[config.mk]
export PLATFORM = sky130hd
export DESIGN_NAME = serial_core
export DESIGN_NICKNAME = d
export VERILOG_FILES = /design/src/hw/rv_isa_pkg.sv /design/src/hw/serial_pkg.sv /design/src/hw/serial_decode.sv /design/src/hw/serial_alu.sv /design/src/hw/serial_regfile.sv /design/src/hw/serial_core.sv
export SDC_FILE = /design/constraint.sdc
export NUM_CORES = 2
export LEC_CHECK = 0
export ABC_AREA = 1
export BUFFER_PORTS_ARGS = -buffer_cell sky130_fd_sc_hd__clkbuf_2
export CELL_PAD_IN_SITES_DETAIL_PLACEMENT = 1
export CELL_PAD_IN_SITES_GLOBAL_PLACEMENT = 1
export CORE_AREA = 2 2 372 374
export CTS_CLUSTER_DIAMETER = 80
export CTS_CLUSTER_SIZE = 20
export DETAILED_ROUTE_END_ITERATION = 8
export DIE_AREA = 0 0 374 376
export MAX_ROUTING_LAYER = met4
export PLACE_DENSITY = 0.77
export SLEW_MARGIN = 0
export SYNTH_ARGS = -nofsm -noshare
export SYNTH_HDL_FRONTEND = slang
export SYNTH_HIERARCHICAL = 1
export SYNTH_SLANG_ARGS = --single-unit
[constraint.sdc]
create_clock -name clk -period 3.4 [get_ports clk]
set_input_delay 0.68 -clock clk [delete_from_list [all_inputs] [get_ports clk]]
set_output_delay 0.68 -clock clk [all_outputs]
set_load 0.05 [all_outputs]
[src/hw/rv_isa_pkg.sv]
package rv_isa_pkg;

   // base integer ISA word width
   localparam int XLEN = 32;

   typedef logic [XLEN-1:0] word_t;
   typedef logic [4:0] reg_addr_t;

   // major opcode, instruction bits 6 to 2
   typedef logic [4:0] opcode_t;
   typedef logic [2:0] funct3_t;

   // major opcodes handled by the slice
   localparam opcode_t OPC_OP_IMM = 5'b00100;
   localparam opcode_t OPC_OP     = 5'b01100;
   localparam opcode_t OPC_LUI    = 5'b01101;

   // funct3 codes for the ALU group
   localparam funct3_t F3_ADD = 3'b000;
   localparam funct3_t F3_XOR = 3'b100;
   localparam funct3_t F3_OR  = 3'b110;
   localparam funct3_t F3_AND = 3'b111;

   // field positions in the instruction word
   localparam int OPC_LSB = 2;
   localparam int RD_LSB  = 7;
   localparam int F3_LSB  = 12;
   localparam int RS1_LSB = 15;
   localparam int RS2_LSB = 20;

   // I-type immediate occupies bits 31..20
   localparam int IMM_I_LSB = 20;
   localparam int IMM_I_W   = 12;

   // U-type immediate occupies bits 31..12
   localparam int IMM_U_LSB = 12;
   localparam int IMM_U_W   = 20;

   // set on OP for sub, clear for add
   localparam int SUB_BIT = 30;

   // sign bit of every immediate format
   localparam int SIGN_BIT = 31;

endpackage

[src/hw/serial_pkg.sv]
package serial_pkg;

   // one instruction walks IDLE -> READ -> RUN -> WRITE
   typedef enum logic [1:0] {
      IDLE,
      READ,
      RUN,
      WRITE
   } dec_state_t;

   // counts the 32 bit-serial cycles of RUN
   typedef logic [4:0] bit_cnt_t;

   localparam bit_cnt_t CNT_FIRST = 5'd0;
   localparam bit_cnt_t CNT_LAST  = 5'd31;

   // which ALU output feeds the result shift register
   typedef enum logic [1:0] {
      RD_SEL_ADD,
      RD_SEL_BOOL,
      RD_SEL_IMM
   } rd_sel_t;

   // boolean op is funct3[1:0]
   typedef logic [1:0] bool_op_t;

   localparam bool_op_t BOOL_XOR = 2'b00;
   localparam bool_op_t BOOL_OR  = 2'b10;
   localparam bool_op_t BOOL_AND = 2'b11;

endpackage

[src/hw/serial_decode.sv]
module serial_decode (
   input  logic                  clk,
   input  logic                  i_rst,
   input  logic                  i_valid,
   input  rv_isa_pkg::word_t     i_instr,
   output logic                  o_ready,
   output rv_isa_pkg::reg_addr_t o_rs1_addr,
   output rv_isa_pkg::reg_addr_t o_rs2_addr,
   output rv_isa_pkg::reg_addr_t o_rd_addr,
   output logic                  o_rd_en,
   output logic                  o_rf_read,
   output logic                  o_rf_shift,
   output logic                  o_rf_write,
   output logic                  o_imm_bit,
   output logic                  o_op_b_rs2,
   output logic                  o_alu_sub,
   output logic                  o_alu_init,
   output serial_pkg::bool_op_t  o_bool_op,
   output serial_pkg::rd_sel_t   o_rd_sel
);

   import rv_isa_pkg::*;
   import serial_pkg::*;

   dec_state_t state;
   bit_cnt_t   cnt;

   // fields held for the whole instruction
   opcode_t    opcode;
   funct3_t    funct3;
   logic       sub_marker;
   word_t      imm;

   logic       accept;
   logic       is_op;
   logic       is_op_imm;
   logic       is_lui;
   logic       f3_ok;
   logic       supported;
   opcode_t    new_opcode;

   assign accept     = i_valid & o_ready;
   assign new_opcode = i_instr[OPC_LSB +: 5];

   always_ff @(posedge clk) begin
      if (accept) begin
         opcode     <= new_opcode;
         funct3     <= i_instr[F3_LSB +: 3];
         sub_marker <= i_instr[SUB_BIT];
         o_rd_addr  <= i_instr[RD_LSB +: 5];
         o_rs1_addr <= i_instr[RS1_LSB +: 5];
         o_rs2_addr <= i_instr[RS2_LSB +: 5];
      end
   end

   // immediate is built on acceptance, then rotated one bit per RUN cycle
   always_ff @(posedge clk) begin
      if (accept) begin
         if (new_opcode == OPC_LUI) begin
            imm <= {i_instr[IMM_U_LSB +: IMM_U_W], 12'd0};
         end else begin
            imm <= {{(XLEN - IMM_I_W){i_instr[SIGN_BIT]}}, i_instr[IMM_I_LSB +: IMM_I_W]};
         end
      end else if (state == RUN) begin
         imm <= {imm[0], imm[XLEN-1:1]};
      end
   end

   always_ff @(posedge clk) begin
      if (i_rst) begin
         state <= IDLE;
         cnt   <= CNT_FIRST;
      end else begin
         case (state)
            IDLE: begin
               if (accept) begin
                  state <= READ;
               end
            end
            READ: begin
               state <= RUN;
            end
            RUN: begin
               cnt <= cnt + 5'd1;
               // counter wraps back to zero here
               if (cnt == CNT_LAST) begin
                  state <= WRITE;
               end
            end
            WRITE: begin
               state <= IDLE;
            end
            default: state <= IDLE;
         endcase
      end
   end

   assign o_ready    = (state == IDLE);
   assign o_rf_read  = (state == READ);
   assign o_rf_shift = (state == RUN);
   assign o_rf_write = (state == WRITE);
   assign o_alu_init = (state == RUN) & (cnt == CNT_FIRST);
   assign o_imm_bit  = imm[0];

   assign is_op     = (opcode == OPC_OP);
   assign is_op_imm = (opcode == OPC_OP_IMM);
   assign is_lui    = (opcode == OPC_LUI);
   assign f3_ok     = (funct3 == F3_ADD) | (funct3 == F3_XOR) |
                      (funct3 == F3_OR) | (funct3 == F3_AND);
   assign supported = is_lui | ((is_op | is_op_imm) & f3_ok);

   // x0 never gets written
   assign o_rd_en    = supported & (o_rd_addr != 5'd0);
   assign o_op_b_rs2 = is_op;
   assign o_alu_sub  = is_op & sub_marker & (funct3 == F3_ADD);
   assign o_bool_op  = funct3[1:0];

   always_comb begin
      if (is_lui) begin
         o_rd_sel = RD_SEL_IMM;
      end else if (funct3 == F3_ADD) begin
         o_rd_sel = RD_SEL_ADD;
      end else begin
         o_rd_sel = RD_SEL_BOOL;
      end
   end

endmodule

[src/hw/serial_alu.sv]
module serial_alu (
   input  logic                 clk,
   input  logic                 i_rst,
   input  logic                 i_init,
   input  logic                 i_sub,
   input  logic                 i_op_b_rs2,
   input  logic                 i_rs1_bit,
   input  logic                 i_rs2_bit,
   input  logic                 i_imm_bit,
   input  serial_pkg::bool_op_t i_bool_op,
   input  serial_pkg::rd_sel_t  i_rd_sel,
   output logic                 o_rd_bit
);

   import serial_pkg::*;

   logic carry;
   logic op_b;
   logic carry_in;
   logic carry_out;
   logic sum_bit;
   logic bool_bit;

   // subtract is add of the inverted operand with carry-in of one
   assign op_b     = (i_op_b_rs2 ? i_rs2_bit : i_imm_bit) ^ i_sub;
   assign carry_in = i_init ? i_sub : carry;

   assign sum_bit   = i_rs1_bit ^ op_b ^ carry_in;
   assign carry_out = (i_rs1_bit & op_b) | (i_rs1_bit & carry_in) | (op_b & carry_in);

   always_ff @(posedge clk) begin
      if (i_rst) begin
         carry <= 1'b0;
      end else begin
         carry <= carry_out;
      end
   end

   always_comb begin
      case (i_bool_op)
         BOOL_XOR: bool_bit = i_rs1_bit ^ op_b;
         BOOL_OR:  bool_bit = i_rs1_bit | op_b;
         BOOL_AND: bool_bit = i_rs1_bit & op_b;
         default:  bool_bit = 1'b0;
      endcase
   end

   always_comb begin
      case (i_rd_sel)
         RD_SEL_ADD:  o_rd_bit = sum_bit;
         RD_SEL_BOOL: o_rd_bit = bool_bit;
         RD_SEL_IMM:  o_rd_bit = i_imm_bit;
         default:     o_rd_bit = 1'b0;
      endcase
   end

endmodule

[src/hw/serial_regfile.sv]
module serial_regfile #(
   parameter int REG_COUNT = 32
) (
   input  logic                  clk,
   input  logic                  i_rst,
   input  logic                  i_read,
   input  logic                  i_shift,
   input  logic                  i_write,
   input  logic                  i_wen,
   input  rv_isa_pkg::reg_addr_t i_rs1_addr,
   input  rv_isa_pkg::reg_addr_t i_rs2_addr,
   input  rv_isa_pkg::reg_addr_t i_rd_addr,
   input  logic                  i_rd_bit,
   output logic                  o_rs1_bit,
   output logic                  o_rs2_bit,
   output rv_isa_pkg::word_t     o_rd_word
);

   import rv_isa_pkg::*;

   // with 16 registers the top address bit drops out
   localparam int AW = $clog2(REG_COUNT);

   word_t regs [REG_COUNT];

   word_t rs1_sr;
   word_t rs2_sr;
   word_t rd_stage;

   logic [AW-1:0] rs1_idx;
   logic [AW-1:0] rs2_idx;
   logic [AW-1:0] rd_idx;

   assign rs1_idx = i_rs1_addr[AW-1:0];
   assign rs2_idx = i_rs2_addr[AW-1:0];
   assign rd_idx  = i_rd_addr[AW-1:0];

   // word storage, entry 0 stays zero
   always_ff @(posedge clk) begin
      if (i_rst) begin
         for (int i = 0; i < REG_COUNT; i++) begin
            regs[i] <= '0;
         end
      end else if (i_write && i_wen && (rd_idx != '0)) begin
         regs[rd_idx] <= rd_stage;
      end
   end

   // operands leave lsb first
   always_ff @(posedge clk) begin
      if (i_read) begin
         rs1_sr <= regs[rs1_idx];
         rs2_sr <= regs[rs2_idx];
      end else if (i_shift) begin
         rs1_sr <= {1'b0, rs1_sr[XLEN-1:1]};
         rs2_sr <= {1'b0, rs2_sr[XLEN-1:1]};
      end
   end

   // result enters at the top, so after 32 shifts bit 0 sits at bit 0
   always_ff @(posedge clk) begin
      if (i_shift) begin
         rd_stage <= {i_rd_bit, rd_stage[XLEN-1:1]};
      end
   end

   assign o_rs1_bit = rs1_sr[0];
   assign o_rs2_bit = rs2_sr[0];
   assign o_rd_word = rd_stage;

endmodule

[src/hw/serial_core.sv]
module serial_core #(
   parameter int REG_COUNT = 32
) (
   input  logic                  clk,
   input  logic                  i_rst,
   input  logic                  i_valid,
   input  rv_isa_pkg::word_t     i_instr,
   output logic                  o_ready,
   output logic                  o_retire,
   output logic                  o_retire_wen,
   output rv_isa_pkg::reg_addr_t o_retire_rd,
   output rv_isa_pkg::word_t     o_retire_data
);

   import rv_isa_pkg::*;
   import serial_pkg::*;

   reg_addr_t rs1_addr;
   reg_addr_t rs2_addr;
   reg_addr_t rd_addr;
   logic      rd_en;
   logic      rf_read;
   logic      rf_shift;
   logic      rf_write;
   logic      imm_bit;
   logic      op_b_rs2;
   logic      alu_sub;
   logic      alu_init;
   bool_op_t  bool_op;
   rd_sel_t   rd_sel;
   logic      rs1_bit;
   logic      rs2_bit;
   logic      rd_bit;
   word_t     rd_word;

   serial_decode serial_decode_i (
      .clk        (clk),
      .i_rst      (i_rst),
      .i_valid    (i_valid),
      .i_instr    (i_instr),
      .o_ready    (o_ready),
      .o_rs1_addr (rs1_addr),
      .o_rs2_addr (rs2_addr),
      .o_rd_addr  (rd_addr),
      .o_rd_en    (rd_en),
      .o_rf_read  (rf_read),
      .o_rf_shift (rf_shift),
      .o_rf_write (rf_write),
      .o_imm_bit  (imm_bit),
      .o_op_b_rs2 (op_b_rs2),
      .o_alu_sub  (alu_sub),
      .o_alu_init (alu_init),
      .o_bool_op  (bool_op),
      .o_rd_sel   (rd_sel)
   );

   serial_alu serial_alu_i (
      .clk        (clk),
      .i_rst      (i_rst),
      .i_init     (alu_init),
      .i_sub      (alu_sub),
      .i_op_b_rs2 (op_b_rs2),
      .i_rs1_bit  (rs1_bit),
      .i_rs2_bit  (rs2_bit),
      .i_imm_bit  (imm_bit),
      .i_bool_op  (bool_op),
      .i_rd_sel   (rd_sel),
      .o_rd_bit   (rd_bit)
   );

   serial_regfile #(
      .REG_COUNT (REG_COUNT)
   ) serial_regfile_i (
      .clk        (clk),
      .i_rst      (i_rst),
      .i_read     (rf_read),
      .i_shift    (rf_shift),
      .i_write    (rf_write),
      .i_wen      (rd_en),
      .i_rs1_addr (rs1_addr),
      .i_rs2_addr (rs2_addr),
      .i_rd_addr  (rd_addr),
      .i_rd_bit   (rd_bit),
      .o_rs1_bit  (rs1_bit),
      .o_rs2_bit  (rs2_bit),
      .o_rd_word  (rd_word)
   );

   // retire trace follows the write-back cycle
   assign o_retire      = rf_write;
   assign o_retire_wen  = rd_en;
   assign o_retire_rd   = rd_addr;
   assign o_retire_data = rd_word;

endmodule

==> impl_metrics.ini <==
[critical_path]
required_ns = 3.82
cp_max_fo = 14
crit_type = register to register
critical_path.endpoint_type = register
cp-start-kind = register
cp.arrival_ns = 3.68

[clock_tree]
clk_pin_slew_ns = 0.08
numCtsBuffers = 76
clock_sinks = 1184
cts_tree = built
htree_levels = 3
cts_buffer_depth = 3
postCtsSetupRepairBufs = 0
clock-root-buffer = clkbuf_16
clk-insertion-delay-late_ns = 0.73

[sta]
tns_ns = 0
setup_slack_ns = 0.145
period_minus_slack_ns = 3.25
finalClockSkew_ns = 0.0371
setup_viol = 0
rsz0062_at_grt = no
period_share_pct = 95.7
fmax_mhz = 307
max_slew_margin_pct = 10.5
worstMarginPinSlew_ns = 1.34
final_max_slew_viol_count = 0
hold_violations = 0

[synth]
synth-seq-cells = 1184
synth_cell_types = 27
seq_area_frac_synth_pct = 56.7
ys_warn_count = 6
syn_inst = 7587
syn_area_per_cell_um2 = 8.25
synth.cell_area_um2 = 62600

[placement]
place.port_buffers = 72
gp_congestion = 0.884
place_area_um2 = 65300
hpwl_um = 149000
place_ws_ns = 0.149

[global_routing]
grt_use_total_pct = 36.9
antenna_found_initial = 3
grt_max_degree = 115
gr-total-overflow = 0
grt_pass1_wl_um = 376000
grt_pass1_vias = 59200

[floorplan]
rows = 136
coreArea_um2 = 137000
dieArea_um2 = 141000
initial_utilization_pct = 45.8
dieWidth_um = 374
die_h_um = 376
ios = 75

[cells_and_area]
multiInputGateArea_um2 = 24000
final_area_um2 = 67600
fillers = 16200
utilization_pct = 49.5
seqCellArea_um2 = 35500
layout.nets = 7416
syn2layout_area_growth_pct = 8.07
layout-drive-gt1-share_pct = 7.21

[pwr]
combinationalPowerShare_pct = 35.5
max-vdd-ir-drop_mv = 0.658
p_leak_nw = 27.6
p_sw_mw = 17.8
pwr-share-clk_pct = 22.5
switching_share_pct = 40.5
cellPowerDensity_nw_per_um2 = 648
power_frac_seq_pct = 42.1
p_int_mw = 26.1

[run_status]
status = complete, no violations

[detailed_routing]
postRouteAntennaNets = 0
num_vias = 58000
wl_per_cell_um = 27.9
viasPerCell = 6.30
firstDrtPassIters = 6
drt-total-wl_um = 256000
drt_iter0_drc = 6891
drcViolationCount = 0

[run]
drv_cap = 0

[worst_hold_path]
min_path_type = primary input to register
logic make-up (layout without fill, tap and decap cells):
kind of cell               after synthesis  count (layout)  share of synthesized area (%)
AOI/OAI and AO/OA                       27              27                          0.222
buffers and inverters                  739             529                           5.37
and+or+nand+nor                       5628            5628                           37.6
adders and majority gates                8               8                          0.160
DFF                                   1184            1184                           56.7
other                                    1              35                        0.00599
metal layers:
layer  vias to the layer above  global-route usage, %  share of wire (%)
li1                      24700                      -                  -
met1                     29100                   45.8                 38
met2                      3357                   58.4                 47
met3                       813                   4.91                9.4
met4                         0                   20.4                5.9
met5                         -                      -                  0
final timing paths:
kind | from | end | slack, ns | cells past startpoint
max | serial_decode_i/opcode[1]$_DFFE_PP_ | serial_regfile_i/regs[11][5]$_SDFFCE_PN0P_ | 0.15 | 10
min | i_instr[8] | serial_decode_i/o_rd_addr[1]$_DFFE_PP_ | 0.13 | 1
min reg2reg | serial_regfile_i/o_rd_word[24]$_DFFE_PP_ | serial_regfile_i/o_rd_word[23]$_DFFE_PP_ | 0.49 | 0
max reg2reg | serial_decode_i/opcode[1]$_DFFE_PP_ | serial_regfile_i/regs[11][5]$_SDFFCE_PN0P_ | 0.15 | 10
per-stage QoR:
stage                     cells  hold slack [ns]  power, mW
after floorplan            7618            0.466       27.8
after detailed placement   9089            0.471       33.9
after global placement     9089            0.476       33.4
after CTS                  9202           0.0930       43.6
after global routing       9205            0.126       45.4
final                      9205            0.130       43.8
power by group through the flow:
stage	registers [mW]	clock network (mW)	logic, mW
CTS	18.4	9.93	15.2
global route	18.6	10.4	16.5
finish	18.4	9.84	15.6
floorplan	18.8	0	8.92
global placement	18.7	0	14.8
detailed placement	18.7	0	15.1
cells in the mapped netlist (all sizes together):
library cell,n,area (um^2)
nand2,2811,10600
edfxtp,1176,35300
ha,8,100
buf,439,2220
clkbuf,220,826
clkinv,1,16.3
dfxtp,8,160
or2,1,6.26
conb,1,3.75
o22ai,2,12.5
nand3,1752,8830
nand4,22,138
a31oi,1,6.26
o21ai,16,80.1
nor2,1024,3850
a21oi,8,40.0
inv,79,299
nor3,18,124
flip-flops by register name, summed over array words and instances (netlist names):
| name | flops |
|---|---|
| serial_decode_i/opcode | 5 |
| serial_decode_i/o_rs2_addr | 5 |
| serial_decode_i/sub_marker | 1 |
| serial_decode_i/state | 2 |
| serial_decode_i/o_rd_addr | 5 |
| serial_regfile_i/o_rd_word | 32 |
| serial_regfile_i/rs1_sr | 32 |
| serial_decode_i/funct3 | 3 |
| serial_regfile_i/regs | 1024 |
| serial_decode_i/o_rs1_addr | 5 |
| serial_decode_i/imm | 32 |
| serial_alu_i/carry | 1 |
| serial_regfile_i/rs2_sr | 32 |
| serial_decode_i/cnt | 5 |
final cells by class:
class / count / share of cell area [%]
clock buffers: 83 / 2.95
well taps: 1794 / 3.32
diodes: 3 / 0.0111
flip-flops and latches: 1184 / 52.5
multi-input cells: 5695 / 35.5
repair buffers: 336 / 4.78
clock inverters: 30 / 0.435
inverters: 80 / 0.531
layout by cell type, fill, tap and decap left out, drive strengths merged:
| cell type | instances |
|---|---|
| ha | 8 |
| bufinv | 3 |
| diode | 3 |
| nor2 | 1024 |
| nand2 | 2811 |
| a31oi | 1 |
| dfxtp | 8 |
| buf | 264 |
| clkinvlp | 5 |
| clkinv | 18 |
| nand4 | 22 |
| nor3 | 18 |
| edfxtp | 1176 |
| clkbuf | 155 |
| or2 | 1 |
| nand3 | 1752 |
| a21oi | 8 |
| o22ai | 2 |
| o21ai | 16 |
| conb | 32 |
| inv | 84 |
critical path, cell delays in order (launching register included):
cell and delay (ns):
edfxtp_1 0.39, nor2_1 0.15, nand2_1 0.08, nor2_1 0.20, nor2_1 0.12, nor2_2 0.12
nand3_1 0.41, nor3_4 0.68, nand2_2 0.12, nand2_2 0.42, buf_12 0.23
timing repair:
action / CTS / global route
resized for setup: 0 / 2
setup endpoints to repair: 0 / 49
hold buffers: 0 / 0
No activity file was read; power rests on OpenSTA's default activity.
